--- src/hdl/simmem_settings.svh ---
// Build-time settings of the read-data bank
// Identifier count, slot count and payload width

`ifndef SIMMEM_SETTINGS_SVH
`define SIMMEM_SETTINGS_SVH

`default_nettype none

// Number of AXI identifiers, one linked-list queue each
`define SIMMEM_NUM_IDS 4

// Slots shared by all queues
`define SIMMEM_BANK_CAPACITY 8

// Message payload, identifier excluded
`define SIMMEM_CONTENT_WIDTH 16

`default_nettype wire

`endif

--- src/hdl/simmem_pkg.sv ---
// Shared types of the read-data bank
// Identifier, slot address, slot mask and message types

`include "simmem_settings.svh"

`default_nettype none

package simmem_pkg;

  localparam int NumIds = `SIMMEM_NUM_IDS;
  localparam int BankCapacity = `SIMMEM_BANK_CAPACITY;
  localparam int ContentWidth = `SIMMEM_CONTENT_WIDTH;

  localparam int IdWidth = $clog2(NumIds);
  localparam int BankAddrWidth = $clog2(BankCapacity);

  typedef logic [IdWidth-1:0] axi_id_t;
  typedef logic [NumIds-1:0] id_onehot_t;

  typedef logic [BankAddrWidth-1:0] bank_addr_t;
  // One bit per slot
  typedef logic [BankCapacity-1:0] slot_mask_t;

  typedef logic [ContentWidth-1:0] content_t;

  // Message as seen on the data ports
  typedef struct packed {
    axi_id_t  id;
    content_t content;
  } rdata_t;

endpackage

`default_nettype wire

--- src/hdl/simmem_bank_ram.sv ---
// Small slot storage for the read-data bank
// One write port, one combinational read port, entry type as parameter

`timescale 1ns/1ns
`default_nettype none

module simmem_bank_ram #(
  parameter int Depth = 8,
  parameter type EntryT = logic [7:0]
) (
  input  logic                     clk_i,
  input  logic                     rst_ni,

  // Write port, takes effect at the clock edge
  input  logic                     i_wr_en,
  input  logic [$clog2(Depth)-1:0] i_wr_addr,
  input  EntryT                    i_wr_data,

  // Read port, no latency
  input  logic [$clog2(Depth)-1:0] i_rd_addr,
  output EntryT                    o_rd_data
);

  EntryT mem_q [Depth];

  ////////////////////////////////////////
  // Storage
  ////////////////////////////////////////

  always_ff @(posedge clk_i or negedge rst_ni) begin
    if (!rst_ni) begin
      mem_q <= '{default: '0};
    end else if (i_wr_en) begin
      mem_q[i_wr_addr] <= i_wr_data;
    end
  end

  // Reads see the old entry during a write to the same slot
  assign o_rd_data = mem_q[i_rd_addr];

endmodule

`default_nettype wire

--- src/hdl/simmem_slot_tracker.sv ---
// Slot occupancy of the read-data bank
// Reserved and filled bit per slot, lowest free slot search

`timescale 1ns/1ns
`default_nettype none

module simmem_slot_tracker import simmem_pkg::*; (
  input  logic       clk_i,
  input  logic       rst_ni,

  input  logic       i_rsv_en,
  input  logic       i_fill_en,
  input  bank_addr_t i_fill_addr,
  input  slot_mask_t i_release_onehot,

  output bank_addr_t o_free_addr,
  output logic       o_has_free
);

  slot_mask_t reserved_q, reserved_d;
  slot_mask_t filled_q, filled_d;
  slot_mask_t free_mask;
  slot_mask_t rsv_mask;
  slot_mask_t fill_mask;

  ////////////////////////////////////////
  // Free slot search
  ////////////////////////////////////////

  assign free_mask = ~(reserved_q | filled_q);
  assign o_has_free = |free_mask;

  // Lowest index wins
  always_comb begin
    o_free_addr = '0;
    for (int i = BankCapacity - 1; i >= 0; i--) begin
      if (free_mask[i]) begin
        o_free_addr = bank_addr_t'(i);
      end
    end
  end

  ////////////////////////////////////////
  // Occupancy update
  ////////////////////////////////////////

  // Reserve, fill and release always hit distinct slots
  assign rsv_mask = i_rsv_en ? (slot_mask_t'(1) << o_free_addr) : '0;
  assign fill_mask = i_fill_en ? (slot_mask_t'(1) << i_fill_addr) : '0;

  assign reserved_d = (reserved_q | rsv_mask) & ~fill_mask & ~i_release_onehot;
  assign filled_d = (filled_q | fill_mask) & ~i_release_onehot;

  always_ff @(posedge clk_i or negedge rst_ni) begin
    if (!rst_ni) begin
      reserved_q <= '0;
      filled_q <= '0;
    end else begin
      reserved_q <= reserved_d;
      filled_q <= filled_d;
    end
  end

endmodule

`default_nettype wire

--- src/hdl/simmem_id_queues.sv ---
// Per-identifier linked-list queues over the shared slots
// Head, middle and tail pointers, counts, and two copies of the links

`timescale 1ns/1ns
`default_nettype none

module simmem_id_queues import simmem_pkg::*; (
  input  logic       clk_i,
  input  logic       rst_ni,

  // Reservation from the tracker and requester
  input  logic       i_rsv_en,
  input  id_onehot_t i_rsv_id_onehot,
  input  bank_addr_t i_rsv_addr,

  // Incoming message
  input  logic       i_in_valid,
  input  axi_id_t    i_in_id,

  // Pop from the arbiter
  input  id_onehot_t i_pop_id_onehot,

  output logic       o_in_ready,
  output logic       o_fill_en,
  output bank_addr_t o_fill_addr,
  output bank_addr_t o_tail_addr [NumIds],
  output id_onehot_t o_tail_filled
);

  // Counts go up to the full capacity
  typedef logic [BankAddrWidth:0] count_t;

  // Head is the newest slot, middle the oldest unfilled, tail the oldest
  bank_addr_t head_q [NumIds];
  bank_addr_t mid_q [NumIds];
  bank_addr_t tail_q [NumIds];
  bank_addr_t head_d [NumIds];
  bank_addr_t mid_d [NumIds];
  bank_addr_t tail_d [NumIds];

  count_t rsv_len_q [NumIds];
  count_t fill_len_q [NumIds];
  count_t rsv_len_d [NumIds];
  count_t fill_len_d [NumIds];
  count_t total_len [NumIds];

  id_onehot_t rsv_hit;
  id_onehot_t fill_hit;

  // Link storage, written once and read by two pointers
  logic       link_wr_en;
  bank_addr_t link_wr_addr;
  bank_addr_t tail_rd_addr;
  bank_addr_t mid_link;
  bank_addr_t tail_link;

  assign o_in_ready = i_in_valid && (rsv_len_q[i_in_id] != '0);
  assign o_fill_en = o_in_ready;
  assign o_fill_addr = mid_q[i_in_id];

  ////////////////////////////////////////
  // Pointer and count update
  ////////////////////////////////////////

  for (genvar i = 0; i < NumIds; i++) begin : gen_queue
    assign rsv_hit[i] = i_rsv_en && i_rsv_id_onehot[i];
    assign fill_hit[i] = o_fill_en && (i_in_id == axi_id_t'(i));
    assign total_len[i] = rsv_len_q[i] + fill_len_q[i];

    assign rsv_len_d[i] = rsv_len_q[i] + count_t'(rsv_hit[i]) - count_t'(fill_hit[i]);
    assign fill_len_d[i] = fill_len_q[i] + count_t'(fill_hit[i]) - count_t'(i_pop_id_onehot[i]);

    assign head_d[i] = rsv_hit[i] ? i_rsv_addr : head_q[i];

    // Middle jumps to the new slot once no unfilled slot is left
    always_comb begin
      mid_d[i] = mid_q[i];
      if (rsv_hit[i] && (rsv_len_q[i] == count_t'(fill_hit[i]))) begin
        mid_d[i] = i_rsv_addr;
      end else if (fill_hit[i]) begin
        mid_d[i] = mid_link;
      end
    end

    // Tail restarts at the new slot when the queue drains
    always_comb begin
      tail_d[i] = tail_q[i];
      if (total_len[i] == count_t'(i_pop_id_onehot[i])) begin
        if (rsv_hit[i]) begin
          tail_d[i] = i_rsv_addr;
        end
      end else if (i_pop_id_onehot[i]) begin
        tail_d[i] = tail_link;
      end
    end

    assign o_tail_addr[i] = tail_q[i];
    assign o_tail_filled[i] = fill_len_q[i] != '0;
  end

  always_ff @(posedge clk_i or negedge rst_ni) begin
    if (!rst_ni) begin
      head_q <= '{default: '0};
      mid_q <= '{default: '0};
      tail_q <= '{default: '0};
      rsv_len_q <= '{default: '0};
      fill_len_q <= '{default: '0};
    end else begin
      head_q <= head_d;
      mid_q <= mid_d;
      tail_q <= tail_d;
      rsv_len_q <= rsv_len_d;
      fill_len_q <= fill_len_d;
    end
  end

  ////////////////////////////////////////
  // Link storage
  ////////////////////////////////////////

  // New slot becomes the successor of the old head
  always_comb begin
    link_wr_en = 1'b0;
    link_wr_addr = '0;
    tail_rd_addr = '0;
    for (int i = 0; i < NumIds; i++) begin
      if (rsv_hit[i]) begin
        link_wr_en = total_len[i] != '0;
        link_wr_addr = head_q[i];
      end
      if (i_pop_id_onehot[i]) begin
        tail_rd_addr = tail_q[i];
      end
    end
  end

  simmem_bank_ram #(
    .Depth (BankCapacity),
    .EntryT(bank_addr_t)
  ) i_mid_link (
    .clk_i    (clk_i),
    .rst_ni   (rst_ni),
    .i_wr_en  (link_wr_en),
    .i_wr_addr(link_wr_addr),
    .i_wr_data(i_rsv_addr),
    .i_rd_addr(o_fill_addr),
    .o_rd_data(mid_link)
  );

  simmem_bank_ram #(
    .Depth (BankCapacity),
    .EntryT(bank_addr_t)
  ) i_tail_link (
    .clk_i    (clk_i),
    .rst_ni   (rst_ni),
    .i_wr_en  (link_wr_en),
    .i_wr_addr(link_wr_addr),
    .i_wr_data(i_rsv_addr),
    .i_rd_addr(tail_rd_addr),
    .o_rd_data(tail_link)
  );

endmodule

`default_nettype wire

--- src/hdl/simmem_release_arbiter.sv ---
// Release arbiter of the read-data bank
// Picks the lowest eligible identifier and holds the output register

`timescale 1ns/1ns
`default_nettype none

module simmem_release_arbiter import simmem_pkg::*; (
  input  logic       clk_i,
  input  logic       rst_ni,

  input  bank_addr_t i_tail_addr [NumIds],
  input  id_onehot_t i_tail_filled,
  input  slot_mask_t i_release_en,
  input  logic       i_out_ready,

  output logic       o_out_valid,
  output axi_id_t    o_out_id,
  output bank_addr_t o_out_addr,
  output id_onehot_t o_pop_id_onehot,
  output slot_mask_t o_released_onehot
);

  id_onehot_t eligible;
  logic       sel_valid;
  axi_id_t    sel_id;
  logic       load;
  logic       handshake;

  logic       out_valid_q;
  axi_id_t    out_id_q;
  bank_addr_t out_addr_q;

  ////////////////////////////////////////
  // Selection
  ////////////////////////////////////////

  // Oldest message of an identifier, and its slot is enabled
  for (genvar i = 0; i < NumIds; i++) begin : gen_eligible
    assign eligible[i] = i_tail_filled[i] && i_release_en[i_tail_addr[i]];
  end

  assign sel_valid = |eligible;

  always_comb begin
    sel_id = '0;
    for (int i = NumIds - 1; i >= 0; i--) begin
      if (eligible[i]) begin
        sel_id = axi_id_t'(i);
      end
    end
  end

  ////////////////////////////////////////
  // Output register
  ////////////////////////////////////////

  // Only an empty register takes a new message
  assign load = !out_valid_q && sel_valid;
  assign handshake = out_valid_q && i_out_ready;

  always_ff @(posedge clk_i or negedge rst_ni) begin
    if (!rst_ni) begin
      out_valid_q <= 1'b0;
      out_id_q <= '0;
      out_addr_q <= '0;
    end else if (load) begin
      out_valid_q <= 1'b1;
      out_id_q <= sel_id;
      out_addr_q <= i_tail_addr[sel_id];
    end else if (handshake) begin
      out_valid_q <= 1'b0;
    end
  end

  assign o_out_valid = out_valid_q;
  assign o_out_id = out_id_q;
  assign o_out_addr = out_addr_q;

  // Pulses on the handshake cycle only
  assign o_pop_id_onehot = handshake ? (id_onehot_t'(1) << out_id_q) : '0;
  assign o_released_onehot = handshake ? (slot_mask_t'(1) << out_addr_q) : '0;

endmodule

`default_nettype wire

--- src/hdl/simmem_read_data_bank.sv ---
// Read-data bank of the simulated memory controller
// Slot tracker, identifier queues, release arbiter and message storage

`timescale 1ns/1ns
`default_nettype none

module simmem_read_data_bank import simmem_pkg::*; (
  input  logic       clk_i,
  input  logic       rst_ni,

  // Reservation side
  input  id_onehot_t rsv_req_id_onehot_i,
  input  logic       rsv_valid_i,
  output bank_addr_t rsv_addr_o,
  output logic       rsv_ready_o,

  // Release control
  input  slot_mask_t release_en_i,
  output slot_mask_t released_addr_onehot_o,

  // Messages from the real controller
  input  rdata_t     data_i,
  input  logic       in_data_valid_i,
  output logic       in_data_ready_o,

  // Messages to the requester
  output rdata_t     data_o,
  output logic       out_data_valid_o,
  input  logic       out_data_ready_i
);

  logic       rsv_en;
  logic       fill_en;
  bank_addr_t fill_addr;

  bank_addr_t tail_addr [NumIds];
  id_onehot_t tail_filled;
  id_onehot_t pop_id_onehot;
  slot_mask_t released_onehot;

  axi_id_t    out_id;
  bank_addr_t out_addr;
  content_t   out_content;

  assign rsv_en = rsv_valid_i && rsv_ready_o;

  ////////////////////////////////////////
  // Slot bookkeeping
  ////////////////////////////////////////

  simmem_slot_tracker i_slot_tracker (
    .clk_i           (clk_i),
    .rst_ni          (rst_ni),
    .i_rsv_en        (rsv_en),
    .i_fill_en       (fill_en),
    .i_fill_addr     (fill_addr),
    .i_release_onehot(released_onehot),
    .o_free_addr     (rsv_addr_o),
    .o_has_free      (rsv_ready_o)
  );

  simmem_id_queues i_id_queues (
    .clk_i          (clk_i),
    .rst_ni         (rst_ni),
    .i_rsv_en       (rsv_en),
    .i_rsv_id_onehot(rsv_req_id_onehot_i),
    .i_rsv_addr     (rsv_addr_o),
    .i_in_valid     (in_data_valid_i),
    .i_in_id        (data_i.id),
    .i_pop_id_onehot(pop_id_onehot),
    .o_in_ready     (in_data_ready_o),
    .o_fill_en      (fill_en),
    .o_fill_addr    (fill_addr),
    .o_tail_addr    (tail_addr),
    .o_tail_filled  (tail_filled)
  );

  ////////////////////////////////////////
  // Release path
  ////////////////////////////////////////

  simmem_release_arbiter i_release_arbiter (
    .clk_i            (clk_i),
    .rst_ni           (rst_ni),
    .i_tail_addr      (tail_addr),
    .i_tail_filled    (tail_filled),
    .i_release_en     (release_en_i),
    .i_out_ready      (out_data_ready_i),
    .o_out_valid      (out_data_valid_o),
    .o_out_id         (out_id),
    .o_out_addr       (out_addr),
    .o_pop_id_onehot  (pop_id_onehot),
    .o_released_onehot(released_onehot)
  );

  assign released_addr_onehot_o = released_onehot;

  // Payload only, the identifier comes back from the arbiter
  simmem_bank_ram #(
    .Depth (BankCapacity),
    .EntryT(content_t)
  ) i_msg_ram (
    .clk_i    (clk_i),
    .rst_ni   (rst_ni),
    .i_wr_en  (fill_en),
    .i_wr_addr(fill_addr),
    .i_wr_data(data_i.content),
    .i_rd_addr(out_addr),
    .o_rd_data(out_content)
  );

  assign data_o.id = out_id;
  assign data_o.content = out_content;

endmodule

`default_nettype wire

--- config.mk ---
export PLATFORM = sky130hd
export DESIGN_NAME = simmem_read_data_bank
export DESIGN_NICKNAME = d
export VERILOG_FILES = /design/src/hdl/simmem_pkg.sv /design/src/hdl/simmem_bank_ram.sv /design/src/hdl/simmem_slot_tracker.sv /design/src/hdl/simmem_id_queues.sv /design/src/hdl/simmem_release_arbiter.sv /design/src/hdl/simmem_read_data_bank.sv
export VERILOG_INCLUDE_DIRS = /design/src /design/src/hdl
export SDC_FILE = /design/constraint.sdc
export NUM_CORES = 1
export LEC_CHECK = 0
export BUFFER_PORTS_ARGS = -buffer_cell sky130_fd_sc_hd__clkbuf_2
export CORE_AREA = 2 2 214 216
export CTS_CLUSTER_DIAMETER = 60
export DETAILED_ROUTE_END_ITERATION = 10
export DIE_AREA = 0 0 216 218
export SLEW_MARGIN = 20
export SYNTH_ARGS = -nofsm -noshare
export SYNTH_HDL_FRONTEND = slang
export SYNTH_SLANG_ARGS = --single-unit
export TNS_END_PERCENT = 10
--- constraint.sdc ---
create_clock -name clk_i -period 2.84 [get_ports clk_i]
set_input_delay 0.568 -clock clk_i [delete_from_list [all_inputs] [get_ports clk_i]]
set_output_delay 0.568 -clock clk_i [all_outputs]
set_load 0.05 [all_outputs]
---- Yosys cells after proc, flatten, opt, wreduce, memory -nomap -nowiden ----
Cells that the tools add are included.
cells by class
  $add $sub $neg .......................... 20
  order comparisons ....................... 12
  equal/unequal tests ..................... 15
  shift operators ......................... 4
  muxes and demuxes ....................... 83
  bitwise logic cells ..................... 15
  reductions and logical operators ........ 48
operator list
  cell                                                 number
  2-to-1 mux 3 bit                                     45
  bitwise mux 128 bit                                  1
  binary-select mux 16 bit (select 3 bit)              1
  bitwise mux 24 bit                                   2
  demux 16 bit (select 3 bit)                          1
  2-to-1 mux 16 bit                                    3
  nonzero test 4 bit                                   9
  adder 4 x 1 -> 4 bit                                 8
  equality test 4 x 1 -> 1 bit                         8
  subtractor 4 x 1 -> 4 bit                            8
  bitwise AND 8 bit                                    3
  2-to-1 mux 8 bit                                     3
  NOT 8 bit                                            3
  OR 8 bit                                             3
  << shifter 1 x 3 -> 8 bit (first input constant)     3
  logical AND 1 bit                                    22
  binary-select mux 3 bit (select 3 bit)               2
  nonzero test 2 bit                                   9
  adder 4 bit                                          4
  >= comparator 4 bit (second input constant)          4
  < comparator 3 x 4 -> 1 bit (second input constant)  4
  NOT 3 -> 4 bit                                       4
  binary-select mux 1 bit (select 3 bit)               4
  binary-select mux 3 bit (select 2 bit)               2
  17 further kinds                                     41
word-level totals
  flip-flop bits (word level) ............. 266
  input port bits ......................... 35
  output and inout port bits .............. 32

---- Longest topological paths before layout ----
  depth after elaboration ................. 15
  depth in mapped cells ................... 14
  gate-level depth less buffers ........... 13

---- By module ----
A second synthesis with hierarchy kept.
second synthesis, totals
  cells, all modules ...................... 1152
  area total of the unflattened synthesis .. 14904.3 sq um
modules (own cells, without submodules)
  module                                        instances  cells each  area an instance (sq um)
  simmem_bank_ram (i_msg_ram)                   1          336         5926.9
  simmem_id_queues                              1          493         4912.2
  simmem_bank_ram (i_id_queues.i_mid_link ...)  2          66          1158.6
  simmem_release_arbiter                        1          100         912.1
  simmem_slot_tracker                           1          90          829.5
  simmem_read_data_bank                         1          1           6.3

---- Worst setup path before layout ----
No wires, ideal clock.
  kind .................................... flip-flop to output port
  start ................................... register i_release_arbiter.out_valid_q, in the netlist i_release_arbiter.o_out_valid
  end ..................................... output port released_addr_onehot_o[0]
  data arrival time ....................... 2.684 ns
  slack ................................... -0.412 ns
  cell stages (with the launch flop) ...... 4
  path buffers ............................ 1
  cells stage by stage .................... dfrtp_1 > clkbuf_1 > nand2_1 > nor4_1
between the ends
  cells in the longest elaborated chain, start to end .. 2
RTL lines
  item                    line                          RTL
  start, declared         simmem_release_arbiter.sv:29  logic out_valid_q;
  start signal, assigned  simmem_release_arbiter.sv:63  out_valid_q <= 1'b0;
  start signal, assigned  simmem_release_arbiter.sv:67  out_valid_q <= 1'b1;
  start signal, assigned  simmem_release_arbiter.sv:71  out_valid_q <= 1'b0;
  logical AND 1 bit       simmem_release_arbiter.sv:59  assign handshake = out_valid_q && i_out_ready;
  2-to-1 mux 8 bit        simmem_release_arbiter.sv:81  assign o_released_onehot = handshake ? (slot_mask_t'(1) << out_addr_q) : '0;
  end, declared           simmem_read_data_bank.sv:19   output slot_mask_t released_addr_onehot_o,
No other way between the ends.

==> metrics.txt <==
Distinct cells, synth=82; net count reported at finish=1320; Cells after DPL=1785; area of all placed cells without fillers=16100 um^2; final WL=34000 um; first element of the critical path=i_release_arbiter.o_out_addr[0]$_DFFE_PN0P_; total clock buffers created by CTS=30; worst voltage drop across the vdd grid=890 uV; number of enable-type register cells in the synthesized netlist=0; # setup viols final=0; total number of yosys warnings=0; top achievable clock speed=361 MHz; Final min period=2770 ps; crit path cell chain=buf_12 > mux4_2 > nand2_1 > nand2_1 > buf_2; residual DRC count=0; clk_lat worst skew=570 ps; grt ovf=0; core outline area=44900 um^2; buffers from clock root to sink, at most=3; post-DR wirelength/cell=18.4 um; Least-Margin Pin Slew=583 ps; number of violations reported at the end of detailed-routing iteration 0=468; final clock period utilization by the worst path=97.5%; chip height=218 um; part of the power in registers=29.3%; overall fraction of global-route tracks in use=14.7%; number of cells on the critical path=5; clock transition at the registers of the reported paths=60 ps; Cell Rows=78; starting density of the core=29.7%; share of the yosys chip area belonging to registers=45.4%; placed instance area=14900 um^2; met3 usage in global routing=3.35%; number of I/O pins=67; met1 global-route usage=19.2%; number of antenna violations at the first check in global routing=0; routability congestion estimate from global placement=0.838; number of antenna repair diodes=0; clk_skew=13.1 ps; data arrival time of the critical path=2200 ps; area of the mapped netlist=13300 um^2; global-route wire length before repair=54400 um; classification of the worst setup path=register to output port; critical path buffer and inverter count=2; vias after detailed routing=9072; half-perimeter wire length of the detailed placement result=24000 um; H-tree Lvls=1; Worst R2R Path Depth=11; met2 track demand over resource=24.9%; max-cap violation count=0; Worst R2R Start=i_id_queues.rsv_len_q[8]$_DFF_PN0_; GRT busiest layer=met2; unrepaired setup endpoints after global routing=true; Final Power=0.0222 W; Die Outline Area=47100 um^2; number of filler instances in the final layout=4417; leakage power=7.26 nW; delay of the slowest critical-path stage=520 ps; synthesis-stage register bit count=242; type of the worst min-delay path=input pin to register; CTS tree=yes; Worst Setup Start Kind=register; fraction of registers with async set/reset=100%; number of search-and-repair iterations in the first detailed-routing pass=5; capture point of the worst reg-to-reg path=i_id_queues.i_tail_link.mem_q[6]$_DFFE_PN0P_; critical path's most frequent cell=nand2_1; minimum hold slack=329 ps; highest-delay cell along the critical path=dfrtp_4; per-cell via count in the routed design=4.92; area growth from synthesis to final layout=20.9%; synthesized netlist net count=1186; Min-Delay Startpoint=out_data_ready_i; number of sinks driven by the clock tree=242; Root Buffer=clkbuf_16; switching power as a share of total power=41.5%; post-route insts no fill=1844; Worst EP required=2270 ps; Register Area=6060 um^2; register-to-register setup slack=120 ps; Port Buffers=66; crit path capture=data_o[8]; number of pins with negative max-slew slack in the final report=0; Relative slew margins=60.8%; layout cell share with drive strength beyond 1=35.8%; power density cells=1380 nW/um^2; number of global-route vias before repair=9540; internal power=0.0130 W; Clk pwr share=18.1%; portion of total power attributed to combinational logic=52.6%; multi-input combinational cell area=6820 um^2; Post-Syn Area per Cell=12.3 um^2; type of element capturing the critical path=output port; Setup Total Neg Slack=0 ps; most frequently used flop master after synthesis=dfrtp_1; pin count of the biggest net entering global routing=54; number of instances in the synthesized netlist=1087; Die Wd=216 um; net switching power figure=0.00922 W; worst-path fanout max=16; status=complete, no violations; cell family contributing the most delay on the critical path=flip-flops; number of antenna-violating nets in the routed design=0; Hold Vio Cnt, Final=0
-- placed cells by master, fill, tap and decap left out, types with 5 or more instances in the layout --
cell	count
dfrtp_1	239
mux2_2	154
nand2_1	88
inv_1	75
buf_4	66
ha_1	52
nor2_1	50
clkbuf_2	47
mux4_2	43
mux2i_1	40
clkbuf_16	30
a21oi_1	27
xor2_1	22
o21ai_0	21
nand3_1	19
nor3_1	19
mux2_1	15
buf_12	14
a21o_1	12
fa_1	12
buf_2	11
o22ai_1	10
a22oi_1	8
xnor2_1	8
nor2b_1	8
and3_1	7
nand3b_1	6
a31oi_1	6
clkbuf_8	6
nor4_2	5
nor4b_4	5
clkbuf_1	5
-- Yosys cell counts, types with 4 or more instances --
| library cell | n | area share, % |
|---|---|---|
| o21ai_0 | 22 | 0.83 |
| a21oi_1 | 27 | 1.0 |
| nor4_1 | 4 | 0.19 |
| buf_1 | 4 | 0.11 |
| nor2b_1 | 8 | 0.38 |
| a21o_1 | 12 | 0.68 |
| xor2_1 | 22 | 1.4 |
| buf_6 | 5 | 0.42 |
| o22ai_1 | 14 | 0.66 |
| clkbuf_1 | 12 | 0.34 |
| dfrtp_1 | 242 | 45 |
| buf_4 | 12 | 0.68 |
| nand2b_1 | 4 | 0.19 |
| buf_2 | 7 | 0.26 |
| inv_1 | 75 | 2.1 |
| nand3b_1 | 6 | 0.34 |
| mux4_2 | 43 | 7.3 |
| ha_1 | 52 | 4.9 |
| nand4_1 | 4 | 0.19 |
| a31oi_1 | 6 | 0.28 |
| mux2_1 | 15 | 1.3 |
| nand3_1 | 19 | 0.71 |
| mux2i_1 | 40 | 3.0 |
| fa_1 | 12 | 1.8 |
| xnor2_1 | 8 | 0.53 |
| nand2_1 | 88 | 2.5 |
| nor4_2 | 4 | 0.38 |
| and3_1 | 7 | 0.33 |
| nor2_1 | 50 | 1.4 |
| mux2_2 | 154 | 13 |
| or3_4 | 4 | 0.34 |
| a32o_1 | 4 | 0.30 |
| a22oi_1 | 8 | 0.45 |
| nor3_1 | 19 | 0.71 |
-- flip-flops by register name (all words and copies together), names as in the netlist, 2 cells and up --
name,cells
i_id_queues.rsv_len_q,16
i_id_queues.i_mid_link.mem_q,5
i_id_queues.o_tail_addr,12
i_id_queues.fill_len_q,16
i_id_queues.i_tail_link.mem_q,19
i_release_arbiter.o_out_addr,3
i_id_queues.mid_q,12
i_slot_tracker.filled_q,8
i_id_queues.head_q,12
i_msg_ram.mem_q,128
i_release_arbiter.o_out_id,2
i_slot_tracker.reserved_q,8
-- power by group through the flow --
stage	combinational (W)	clock, W	sequential, W
CTS	0.0117	0.00413	0.00648
floorplan	0.00861	0	0.00607
global placement	0.0113	0	0.00647
detailed placement	0.0115	0	0.00654
global route	0.0129	0.00427	0.00674
finish	0.0117	0.00403	0.00652
-- metal layers --
layer  vias up  wire length, um
met4         0              561
li1       4204                -
met3        41             1960
met1      4649            15200
met2       178            16200
met5         -                0
-- worst min path at each step --
stage / endpoint / slack, ps / cells past startpoint
6_report: i_release_arbiter.o_out_valid$_DFFE_PN0P_ / 330 / 2
5_1_grt: i_release_arbiter.o_out_valid$_DFFE_PN0P_ / 320 / 2
4_1_cts: i_release_arbiter.o_out_valid$_DFFE_PN0P_ / 300 / 2
3_5_place_dp: i_id_queues.head_q[6]$_DFFE_PN0P_ / 480 / 2
3_3_place_gp: i_id_queues.head_q[6]$_DFFE_PN0P_ / 470 / 2
2_1_floorplan: i_id_queues.fill_len_q[0]$_DFF_PN0_ / 270 / 0
-- what timing repair did --
item / in CTS / in global routing
hold buffers: 1 / 0
resized for setup: 8 / 38
setup endpoints to repair: 19 / 40
pin swaps: 0 / 2
endpoints found under the hold margin: 45 / 0
setup buffers: 1 / 2
-- per-stage QoR --
step           utilization, %  worst slack (ps)
2_1_floorplan               -              -289
3_3_place_gp             33.2             -42.5
3_5_place_dp             33.2             -92.6
4_1_cts                  35.7             -14.4
5_1_grt                  35.9             -20.1
6_report                 35.9              70.5
-- cell families after synthesis --
family / synth area share, %
DFF: 45.4
buffers and inverters: 4.30
and+or+nand+nor: 9.97
adders and majority gates: 6.68
AOI/OAI and AO/OA: 7.17
muxes: 24.5
xor gates and xnor gates: 1.97
-- layout make-up --
| class | instances | area share, % |
|---|---|---|
| sequential | 242 | 37.6 |
| clock inverter | 14 | 1.26 |
| tap | 600 | 4.66 |
| timing repair buffer | 145 | 7.04 |
| multi-input combinational | 723 | 42.3 |
| inverter | 79 | 1.85 |
| clock buffer | 41 | 5.28 |
-- worst reg2reg max path: cells and delay by family, from the launching register on --
kind	cells	cell delay (ps)
mux	1	320
fa+ha+maj	2	610
xor+xnor	1	170
compound gates	2	220
flops	1	360
simple gates	2	540
buf+inv	3	400
(Power assumes the default switching activity.)
